<file path="config.mk">
export PLATFORM = sky130hd
export DESIGN_NAME = noc_router
export DESIGN_NICKNAME = d
export VERILOG_FILES = /design/src/design/noc_pkg.sv /design/src/design/input_buffer.sv /design/src/design/noc_router.sv /design/src/design/output_port.sv /design/src/design/switch_allocator.sv /design/src/design/yx_route_decode.sv
export SDC_FILE = /design/constraint.sdc
export NUM_CORES = 1
export LEC_CHECK = 0
export ABC_AREA = 1
export BUFFER_PORTS_ARGS = -buffer_cell sky130_fd_sc_hd__buf_2
export CORE_MARGIN = 4
export CORE_UTILIZATION = 50
export CTS_CLUSTER_DIAMETER = 100
export DETAILED_ROUTE_END_ITERATION = 7
export PLACE_DENSITY_LB_ADDON = 0.08
export SKIP_LAST_GASP = 1
export SYNTH_ARGS = -nofsm -noshare
export SYNTH_HDL_FRONTEND = slang
export SYNTH_SLANG_ARGS = --single-unit
</file>
<file path="constraint.sdc">
create_clock -name clk -period 12.74 [get_ports clk]
set_clock_uncertainty 0.1 [all_clocks]
set_input_delay 1.911 -clock clk [delete_from_list [all_inputs] [get_ports clk]]
set_output_delay 1.911 -clock clk [all_outputs]
set_load 0.005 [all_outputs]
</file>
<file path="src/design/noc_pkg.sv">
`default_nettype none

package noc_pkg;

	localparam int NUM_PORTS = 5;

	// One mesh coordinate, row or column
	typedef logic [3:0] coord_t;

	typedef logic [7:0] payload_t;

	// Same field layout as the mesh router address
	typedef struct packed {
		payload_t payload;
		coord_t   col;
		coord_t   row;
	} flit_t;

	// Data direction of one link
	typedef struct packed {
		logic  valid;
		flit_t flit;
	} link_t;

	typedef enum logic [2:0] {
		PORT_NORTH = 3'd0,
		PORT_SOUTH = 3'd1,
		PORT_WEST  = 3'd2,
		PORT_EAST  = 3'd3,
		PORT_LOCAL = 3'd4
	} port_e;

	// One bit per port, indexed by port_e
	typedef logic [NUM_PORTS-1:0] port_vec_t;

endpackage

`default_nettype wire

</file>
<file path="src/design/input_buffer.sv">
`timescale 1ns/1ps
`default_nettype none

module input_buffer #(
	parameter int BUFFER_DEPTH = 4
) (
	input  wire logic           clk,
	input  wire logic           reset_i,
	input  noc_pkg::link_t      link_i,
	input  wire logic           pop_i,
	output noc_pkg::flit_t      head_o,
	output logic                not_empty_o,
	output logic                credit_o
);

	localparam int PTR_W = (BUFFER_DEPTH > 1) ? $clog2(BUFFER_DEPTH) : 1;
	localparam int CNT_W = $clog2(BUFFER_DEPTH + 1);

	typedef logic [PTR_W-1:0] ptr_t;
	typedef logic [CNT_W-1:0] cnt_t;

	noc_pkg::flit_t mem [BUFFER_DEPTH];
	ptr_t           wr_ptr;
	ptr_t           rd_ptr;
	cnt_t           count;

	function automatic ptr_t ptr_next(input ptr_t ptr);
		ptr_t nxt;
		if (ptr == ptr_t'(BUFFER_DEPTH - 1)) begin
			nxt = '0;
		end else begin
			nxt = ptr + 1'b1;
		end
		return nxt;
	endfunction

	always_ff @(posedge clk) begin
		if (link_i.valid) begin
			mem[wr_ptr] <= link_i.flit;
		end
	end

	always_ff @(posedge clk) begin
		if (reset_i) begin
			wr_ptr   <= '0;
			rd_ptr   <= '0;
			count    <= '0;
			credit_o <= 1'b0;
		end else begin
			if (link_i.valid) begin
				wr_ptr <= ptr_next(wr_ptr);
			end
			if (pop_i) begin
				rd_ptr <= ptr_next(rd_ptr);
			end
			// Push and pop in one cycle leave the level unchanged
			case ({link_i.valid, pop_i})
				2'b10:   count <= count + 1'b1;
				2'b01:   count <= count - 1'b1;
				default: count <= count;
			endcase
			// Freed slot goes back upstream one cycle after the pop
			credit_o <= pop_i;
		end
	end

	assign head_o      = mem[rd_ptr];
	assign not_empty_o = (count != '0);

endmodule

`default_nettype wire

</file>
<file path="src/design/noc_router.sv">
`timescale 1ns/1ps
`default_nettype none

module noc_router #(
	parameter noc_pkg::coord_t ROUTER_X     = 4'd1,
	parameter noc_pkg::coord_t ROUTER_Y     = 4'd1,
	parameter int              BUFFER_DEPTH = 4
) (
	input  wire logic          clk,
	input  wire logic          reset_i,
	input  noc_pkg::link_t     in_link_i [noc_pkg::NUM_PORTS],
	input  noc_pkg::port_vec_t credit_i,
	output noc_pkg::link_t     out_link_o [noc_pkg::NUM_PORTS],
	output noc_pkg::port_vec_t credit_o
);

	noc_pkg::flit_t     head [noc_pkg::NUM_PORTS];
	noc_pkg::port_vec_t not_empty;
	noc_pkg::port_vec_t request [noc_pkg::NUM_PORTS];
	noc_pkg::port_vec_t ready;
	noc_pkg::port_vec_t pop;
	noc_pkg::link_t     xbar_link [noc_pkg::NUM_PORTS];

	// Input side: buffer then route decode
	for (genvar i = 0; i < noc_pkg::NUM_PORTS; i++) begin : gen_input
		input_buffer #(
			.BUFFER_DEPTH(BUFFER_DEPTH)
		) u_input_buffer (
			.clk         (clk),
			.reset_i     (reset_i),
			.link_i      (in_link_i[i]),
			.pop_i       (pop[i]),
			.head_o      (head[i]),
			.not_empty_o (not_empty[i]),
			.credit_o    (credit_o[i])
		);

		yx_route_decode #(
			.ROUTER_X(ROUTER_X),
			.ROUTER_Y(ROUTER_Y)
		) u_yx_route_decode (
			.head_i      (head[i]),
			.not_empty_i (not_empty[i]),
			.request_o   (request[i])
		);
	end

	switch_allocator u_switch_allocator (
		.clk       (clk),
		.reset_i   (reset_i),
		.request_i (request),
		.head_i    (head),
		.ready_i   (ready),
		.pop_o     (pop),
		.link_o    (xbar_link)
	);

	// Output side: credit tracking and output register
	for (genvar o = 0; o < noc_pkg::NUM_PORTS; o++) begin : gen_output
		output_port #(
			.BUFFER_DEPTH(BUFFER_DEPTH)
		) u_output_port (
			.clk      (clk),
			.reset_i  (reset_i),
			.link_i   (xbar_link[o]),
			.credit_i (credit_i[o]),
			.link_o   (out_link_o[o]),
			.ready_o  (ready[o])
		);
	end

endmodule

`default_nettype wire

</file>
<file path="src/design/output_port.sv">
`timescale 1ns/1ps
`default_nettype none

module output_port #(
	parameter int BUFFER_DEPTH = 4
) (
	input  wire logic      clk,
	input  wire logic      reset_i,
	input  noc_pkg::link_t link_i,
	input  wire logic      credit_i,
	output noc_pkg::link_t link_o,
	output logic           ready_o
);

	localparam int CNT_W = $clog2(BUFFER_DEPTH + 1);

	typedef logic [CNT_W-1:0] cnt_t;

	// Free slots in the downstream input buffer
	cnt_t           credit_cnt;
	logic           valid_q;
	noc_pkg::flit_t flit_q;

	always_ff @(posedge clk) begin
		if (reset_i) begin
			credit_cnt <= cnt_t'(BUFFER_DEPTH);
		end else begin
			case ({link_i.valid, credit_i})
				2'b10:   credit_cnt <= credit_cnt - 1'b1;
				2'b01:   credit_cnt <= credit_cnt + 1'b1;
				default: credit_cnt <= credit_cnt;
			endcase
		end
	end

	always_ff @(posedge clk) begin
		if (reset_i) begin
			valid_q <= 1'b0;
		end else begin
			valid_q <= link_i.valid;
		end
	end

	always_ff @(posedge clk) begin
		flit_q <= link_i.flit;
	end

	assign ready_o      = (credit_cnt != '0);
	assign link_o.valid = valid_q;
	assign link_o.flit  = flit_q;

endmodule

`default_nettype wire

</file>
<file path="src/design/switch_allocator.sv">
`timescale 1ns/1ps
`default_nettype none

module switch_allocator (
	input  wire logic          clk,
	input  wire logic          reset_i,
	input  noc_pkg::port_vec_t request_i [noc_pkg::NUM_PORTS],
	input  noc_pkg::flit_t     head_i [noc_pkg::NUM_PORTS],
	input  noc_pkg::port_vec_t ready_i,
	output noc_pkg::port_vec_t pop_o,
	output noc_pkg::link_t     link_o [noc_pkg::NUM_PORTS]
);

	localparam int N = noc_pkg::NUM_PORTS;

	// Requests seen per output, one bit per input
	noc_pkg::port_vec_t req_col [N];
	// Winning input per output, one-hot
	noc_pkg::port_vec_t grant [N];
	noc_pkg::port_e     rr_ptr [N];
	noc_pkg::port_e     ptr_next [N];

	// First requester at or after ptr, in port order
	function automatic noc_pkg::port_vec_t rr_pick(
		input noc_pkg::port_vec_t req,
		input noc_pkg::port_e     ptr
	);
		noc_pkg::port_vec_t gnt;
		int                 idx;
		gnt = '0;
		for (int k = N - 1; k >= 0; k--) begin
			idx = (int'(ptr) + k) % N;
			if (req[idx]) begin
				gnt      = '0;
				gnt[idx] = 1'b1;
			end
		end
		return gnt;
	endfunction

	always_comb begin
		pop_o = '0;
		for (int o = 0; o < N; o++) begin
			for (int i = 0; i < N; i++) begin
				req_col[o][i] = request_i[i][o];
			end
			grant[o] = ready_i[o] ? rr_pick(req_col[o], rr_ptr[o]) : '0;

			link_o[o].valid = |grant[o];
			link_o[o].flit  = '0;
			ptr_next[o]     = rr_ptr[o];
			for (int i = 0; i < N; i++) begin
				if (grant[o][i]) begin
					link_o[o].flit = head_i[i];
					ptr_next[o] = (i == N - 1) ? noc_pkg::PORT_NORTH
						: noc_pkg::port_e'(i + 1);
				end
			end
			// Each input requests one output, so it wins at most once
			pop_o = pop_o | grant[o];
		end
	end

	always_ff @(posedge clk) begin
		for (int o = 0; o < N; o++) begin
			if (reset_i) begin
				rr_ptr[o] <= noc_pkg::PORT_NORTH;
			end else begin
				rr_ptr[o] <= ptr_next[o];
			end
		end
	end

endmodule

`default_nettype wire

</file>
<file path="src/design/yx_route_decode.sv">
`timescale 1ns/1ps
`default_nettype none

module yx_route_decode #(
	parameter noc_pkg::coord_t ROUTER_X = 4'd1,
	parameter noc_pkg::coord_t ROUTER_Y = 4'd1
) (
	input  noc_pkg::flit_t     head_i,
	input  wire logic          not_empty_i,
	output noc_pkg::port_vec_t request_o
);

	// Row is settled before column
	always_comb begin
		request_o = '0;
		if (not_empty_i) begin
			if (head_i.row < ROUTER_Y) begin
				request_o[noc_pkg::PORT_NORTH] = 1'b1;
			end else if (head_i.row > ROUTER_Y) begin
				request_o[noc_pkg::PORT_SOUTH] = 1'b1;
			end else if (head_i.col < ROUTER_X) begin
				request_o[noc_pkg::PORT_WEST] = 1'b1;
			end else if (head_i.col > ROUTER_X) begin
				request_o[noc_pkg::PORT_EAST] = 1'b1;
			end else begin
				request_o[noc_pkg::PORT_LOCAL] = 1'b1;
			end
		end
	end

endmodule

`default_nettype wire

</file>
==> results of run 1 <==
==> layer usage <==
layer	up-vias	GRT usage	share of wire
li1	13900	-	-
met1	12700	0.366	0.44
met2	807	0.447	0.47
met3	138	0.0413	0.066
met4	6	0.0625	0.023
met5	-	0	0.00046
==> per-stage QoR <==
stage               area [um2]  setup WS, ns
floorplan                31400          7.27
global placement         32800          6.13
detailed placement       32800          5.98
CTS                      34600          5.92
global route             34600          5.05
finish                   34600          5.83
==> sequential cells by signal (all words and copies together) (netlist names), named ones only <==
register                             count
gen_input.u_input_buffer.mem           320
gen_output.u_output_port.link_o         80
gen_input.u_input_buffer.count          15
gen_output.u_output_port.credit_cnt     15
u_switch_allocator.rr_ptr               15
gen_input.u_input_buffer.rd_ptr         10
gen_input.u_input_buffer.wr_ptr         10
gen_input.u_input_buffer.credit_o        5
gen_output.u_output_port.valid_q         5
==> synthesized netlist by cell type, types with 4 or more instances <==
library cell     n
nand2_1       1182
inv_1          473
nand3_1        438
nor2_1         345
edfxtp_1       320
ha_1           211
o21ai_0        180
dfxtp_1        165
a21oi_1        152
nand4_1         85
nor3_1          67
inv_2           47
nand2_2         45
clkbuf_1        29
buf_2           28
or2_2           28
buf_4           27
a32oi_1         26
o21ai_1         25
o22ai_1         24
nor2_2          22
xor2_1          20
o211ai_1        19
nand3_2         18
clkinv_1        15
fa_1            13
o21ai_2         13
nor4_1          12
nand3b_1        10
a21oi_2          9
nand2_4          9
a31oi_1          7
buf_6            7
o31ai_1          7
nor2_4           5
and2_1           4
or2_1            4
==> worst max-delay path by stage <==
stage / start / slack, ns / cells after the start / end
after detailed placement: u_switch_allocator.rr_ptr[1][0] / 5.98 / 36 / gen_output[1].u_output_port.credit_cnt[2]
after CTS: u_switch_allocator.rr_ptr[1][0] / 5.92 / 36 / gen_input[4].u_input_buffer.count[2]
after global placement: u_switch_allocator.rr_ptr[1][0] / 6.13 / 36 / gen_output[1].u_output_port.credit_cnt[2]
after floorplan: u_switch_allocator.rr_ptr[1][0] / 7.27 / 38 / gen_output[1].u_output_port.credit_cnt[2]
final: u_switch_allocator.rr_ptr[1][0] / 5.83 / 36 / gen_input[4].u_input_buffer.count[2]
after global routing: u_switch_allocator.rr_ptr[1][0] / 5.05 / 36 / gen_output[1].u_output_port.credit_cnt[2]
==> tightest hold or removal path: stages (launching register included) <==
cell and delay (ns):
dfxtp_1 0.30, inv_1 0.06, a21oi_1 0.05
==> kinds of logic (layout without fill, tap and decap cells) <==
logic type,after synthesis,count (layout),synth area share
simple gates,2285,2285,0.321
buf+inv,629,823,0.0815
flops,485,485,0.413
compound gates,471,471,0.0861
fa+ha+maj,224,224,0.0927
xor+xnor,21,21,0.00588
other cells,1,24,0.000120
==> area by class of cell <==
class / count / area (um2)
inverter: 535 / 2010
antenna: 4 / 10.0
multi-input combinational: 3021 / 15900
clock inverter: 26 / 284
timing repair buffer: 191 / 981
tap: 837 / 1050
clock buffer: 71 / 1470
fill: 5965 / 27200
sequential: 485 / 12900
==> results.sh, run 1 <==
export IMPL_synth_edff_count=320
export IMPL_timing_slew_headroom=0.278
export IMPL_finalCritPeriodShare=0.543
export IMPL_async_flop_share=0
export IMPL_initial_core_util=0.506
export IMPL_worstMarginPinSlew_ns=1.08
export IMPL_dieArea_mm2=0.0666
export IMPL_drtAntennaViolNets=0
export IMPL_hold_buffers=0
export IMPL_path_clk_slew_ns=0.07
export IMPL_rsz0062_at_grt="no"
export IMPL_layout_commonest_cell="nand2_1"
export IMPL_ctsHtreeMaxLevel=2
export IMPL_hp_class="reg -> reg"
export IMPL_holdWs_ns=0.365
export IMPL_cp_top_family="simple AND/OR/NAND/NOR gates"
export IMPL_grt_antenna_before_repair=8
export IMPL_rows=91
export IMPL_slowest_stage="dfxtp_1"
export IMPL_portBuffers=181
export IMPL_die_h_um=258
export IMPL_hold_end="gen_input[0].u_input_buffer.count[2]"
export IMPL_top_level_ports=182
export IMPL_firstDrtPassIters=6
export IMPL_dieWidth_um=258
export IMPL_cp_start_kind="flip-flop"
export IMPL_wire_per_inst_um=17.7
export IMPL_layoutNonFillerInstCount=5170
export IMPL_cp_num_buf_inv=6
export IMPL_synth_top_cells_by_area="edfxtp_1, nand2_1, dfxtp_1"
export IMPL_path_common_cell="nand2_1"
export IMPL_totalWireLength_mm=91.3
export IMPL_holdPathStages=2
export IMPL_route_detailed_drc=0
export IMPL_required_ns=13.10
export IMPL_clk_path_buf_depth=3
export IMPL_ys_warnings_count=0
export IMPL_placed_cells=5069
export IMPL_fin_util=0.560
export IMPL_r2r_slack_ns=5.83
export IMPL_setup_tns_ns=0
export IMPL_routabilityCongestion=0.985
export IMPL_yosysTopAreaCell="edfxtp_1"
export IMPL_cts_tree="built"
export IMPL_grt_ovfl_total=0
export IMPL_synthFlopType="edfxtp_1"
export IMPL_arrival_ns=7.28
export IMPL_critPathKind="reg -> reg"
export IMPL_synth_cell_type_count=52
export IMPL_cts_resized=0
export IMPL_cp_end_kind="flip-flop"
export IMPL_reg2reg_depth=36
export IMPL_core_mm2=0.0618
export IMPL_cts_inserted_buffers=52
export IMPL_final_max_slew_violation_count=0
export IMPL_first_iter_violations=2380
export IMPL_ys_ff_latch=485
export IMPL_cts_setup_buffers=0
export IMPL_vias_per_cell=5.34
export IMPL_cp_max_fo=20
export IMPL_layout_common_cells="nand2_1, inv_1, nand3_1"
export IMPL_synthCells=4116
export IMPL_grt_usage=0.267
export IMPL_r2r_start="u_switch_allocator.rr_ptr[1][0]"
export IMPL_netlist_area_mm2=0.0313
export IMPL_hold_start="gen_input[0].u_input_buffer.count[2]"
export IMPL_maxCapViolations=0
export IMPL_status="completed"
export IMPL_grt_max_degree=55
export IMPL_report_final_hold_viol_count=0
export IMPL_final_nets=4602
export IMPL_timing_fmax_mhz=145
export IMPL_fin_crit_ns=6.91
export IMPL_clock_root_buffer="clkbuf_16"
export IMPL_clk_latency_ns=0.62
export IMPL_grt_pass1_vias=25400
export IMPL_clock_sinks=485
export IMPL_syn_area_per_cell_um2=7.60
export IMPL_syn_to_final_growth_pct=10.6
export IMPL_grt_first_pass_wirelength_mm=142
export IMPL_hpwlAfterDp_mm=68.7
export IMPL_slowest_delay_ns=0.81
export IMPL_synth_top_area_share=0.307
export IMPL_setup_viol=0
export IMPL_r2r_end="gen_input[4].u_input_buffer.count[2]"
export IMPL_final_layout_size_suffix_gt1_frac=0.112
export IMPL_vias=27600
export IMPL_synth_seq_area_share=0.413
Power of run 1 is not shown: default switching activity piles up to over one toggle a cycle in this logic, so the estimate is an artifact.
==> run 2, diff against run 1 <==
==> constraint.sdc (replaced) <==
create_clock -name clk -period 7.1 [get_ports clk]
set_clock_uncertainty 0.1 [all_clocks]
set_input_delay 1.065 -clock clk [delete_from_list [all_inputs] [get_ports clk]]
set_output_delay 1.065 -clock clk [all_outputs]
set_load 0.005 [all_outputs]
==> results.sh, run 2 (same netlist as run 1, synthesis figures left out) <==
export IMPL_status="completed"
export IMPL_dpl_cell_area_mm2=0.0330
export IMPL_hp_class="reg -> reg"
export IMPL_report_final_hold_viol_count=0
export IMPL_final_max_slew_violation_count=0
export IMPL_arrival_ns=6.75
export IMPL_rows=91
export IMPL_first_iter_violations=2255
export IMPL_layoutNonFillerInstCount=5184
export IMPL_final_nets=4618
export IMPL_top_register="gen_input.u_input_buffer.mem"
export IMPL_slowest_stage="dfxtp_1"
export IMPL_maxCapViolations=0
export IMPL_cts_tree="built"
export IMPL_cts_setup_buffers=0
export IMPL_path_clk_slew_ns=0.06
export IMPL_portBuffers=181
export IMPL_final_area_mm2=0.0348
export IMPL_clk_path_buf_depth=3
export IMPL_slowest_delay_ns=0.41
export IMPL_totalWireLength_mm=92.2
export IMPL_placed_cells=5085
export IMPL_grt_max_degree=55
export IMPL_place_ws_ns=0.794
export IMPL_wire_per_inst_um=17.8
export IMPL_setup_viol=0
export IMPL_fill_cells=5877
export IMPL_holdPathStages=2
export IMPL_routabilityCongestion=0.991
export IMPL_finalCritPeriodShare=0.900
export IMPL_timing_slew_headroom=0.246
export IMPL_fin_crit_ns=6.39
export IMPL_hpwlAfterDp_mm=69.4
export IMPL_worstMarginPinSlew_ns=1.12
export IMPL_syn_to_final_growth_pct=11.2
export IMPL_reg2reg_depth=37
export IMPL_route_detailed_drc=0
export IMPL_cp_max_fo=13
export IMPL_clock_root_buffer="clkbuf_16"
export IMPL_clk_latency_ns=0.64
export IMPL_required_ns=7.46
export IMPL_top_level_ports=182
export IMPL_grt_usage=0.268
export IMPL_clock_sinks=485
export IMPL_layout_common_cells="nand2_1, inv_1, nand3_1"
export IMPL_timing_fmax_mhz=157
export IMPL_path_common_cell="nand2_1"
export IMPL_dieWidth_um=258
export IMPL_hold_buffers=0
export IMPL_grt_first_pass_wirelength_mm=142
export IMPL_grt_ovfl_total=0
export IMPL_core_mm2=0.0618
export IMPL_setup_tns_ns=0
export IMPL_vias_per_cell=5.35
export IMPL_drtAntennaViolNets=0
export IMPL_dieArea_mm2=0.0666
export IMPL_firstDrtPassIters=6
export IMPL_initial_core_util=0.506
export IMPL_cp_end_kind="flip-flop"
export IMPL_grt_pass1_vias=25600
export IMPL_cp_start_kind="flip-flop"
export IMPL_die_h_um=258
export IMPL_cts_inserted_buffers=52
export IMPL_rsz0062_at_grt="no"
export IMPL_grt_antenna_before_repair=7
export IMPL_vias=27700
export IMPL_critPathKind="reg -> reg"
export IMPL_largest_reg_flops=320
export IMPL_layout_commonest_cell="nand2_1"
export IMPL_final_layout_size_suffix_gt1_frac=0.116
export IMPL_cts_resized=0
export IMPL_worst_slack_ns=0.710
export IMPL_ctsHtreeMaxLevel=2
==> run 2: cell types whose count changed in the layout (fill, tap and decap cells not counted), sizes merged <==
cell    before  now
buf        191  207
bufinv       3    2
clkbuf      71   74
clkinv      26   30
diode        4    2
inv        530  524
==> run 2: cell type report <==
cell class / instances / area (um2) / area share
antenna: 2 / 5.00 / 0.000144
clock buffer: 74 / 1550 / 0.0446
clock inverter: 23 / 260 / 0.00748
inverter: 535 / 2010 / 0.0577
multi-input combinational: 3021 / 15900 / 0.457
sequential: 485 / 12900 / 0.371
tap: 837 / 1050 / 0.0301
timing repair buffer: 207 / 1100 / 0.0317
==> run 2: metrics by stage <==
stage,hold slack (ns),util
3_3_place_gp,0.353,0.533
4_1_cts,0.365,0.563
5_1_grt,0.391,0.563
3_5_place_dp,0.355,0.533
2_1_floorplan,0.339,-
6_report,0.362,0.563
==> run 2: worst paths after layout <==
kind	start	slack (ns)	to
worst max-delay path	u_switch_allocator.rr_ptr[0][1]	0.71	gen_output[0].u_output_port.credit_cnt[2]
worst min-delay path	gen_input[1].u_input_buffer.count[2]	0.36	gen_input[1].u_input_buffer.count[2]
worst max register to register	u_switch_allocator.rr_ptr[0][1]	0.71	gen_output[0].u_output_port.credit_cnt[2]
worst min register to register	gen_input[1].u_input_buffer.count[2]	0.36	gen_input[1].u_input_buffer.count[2]
==> run 2: per-layer routing <==
layer  part of all wire  up-vias  global-route usage
li1                   -    14000                   -
met1               0.43    12600               0.366
met2               0.46      957               0.440
met3              0.074      169              0.0444
met4              0.033        6              0.0858
met5            0.00031        -                   0
==> run 2: critical path, delay by kind of cell (launching register included) <==
| family | cells | cell delay [ns] |
|---|---|---|
| buffers and inverters | 9 | 1.30 |
| and+or+nand+nor | 17 | 2.22 |
| AOI/OAI and AO/OA | 5 | 0.68 |
| DFF | 1 | 0.41 |
| adders and majority gates | 6 | 1.56 |
Power of run 2 is left out for the same reason.
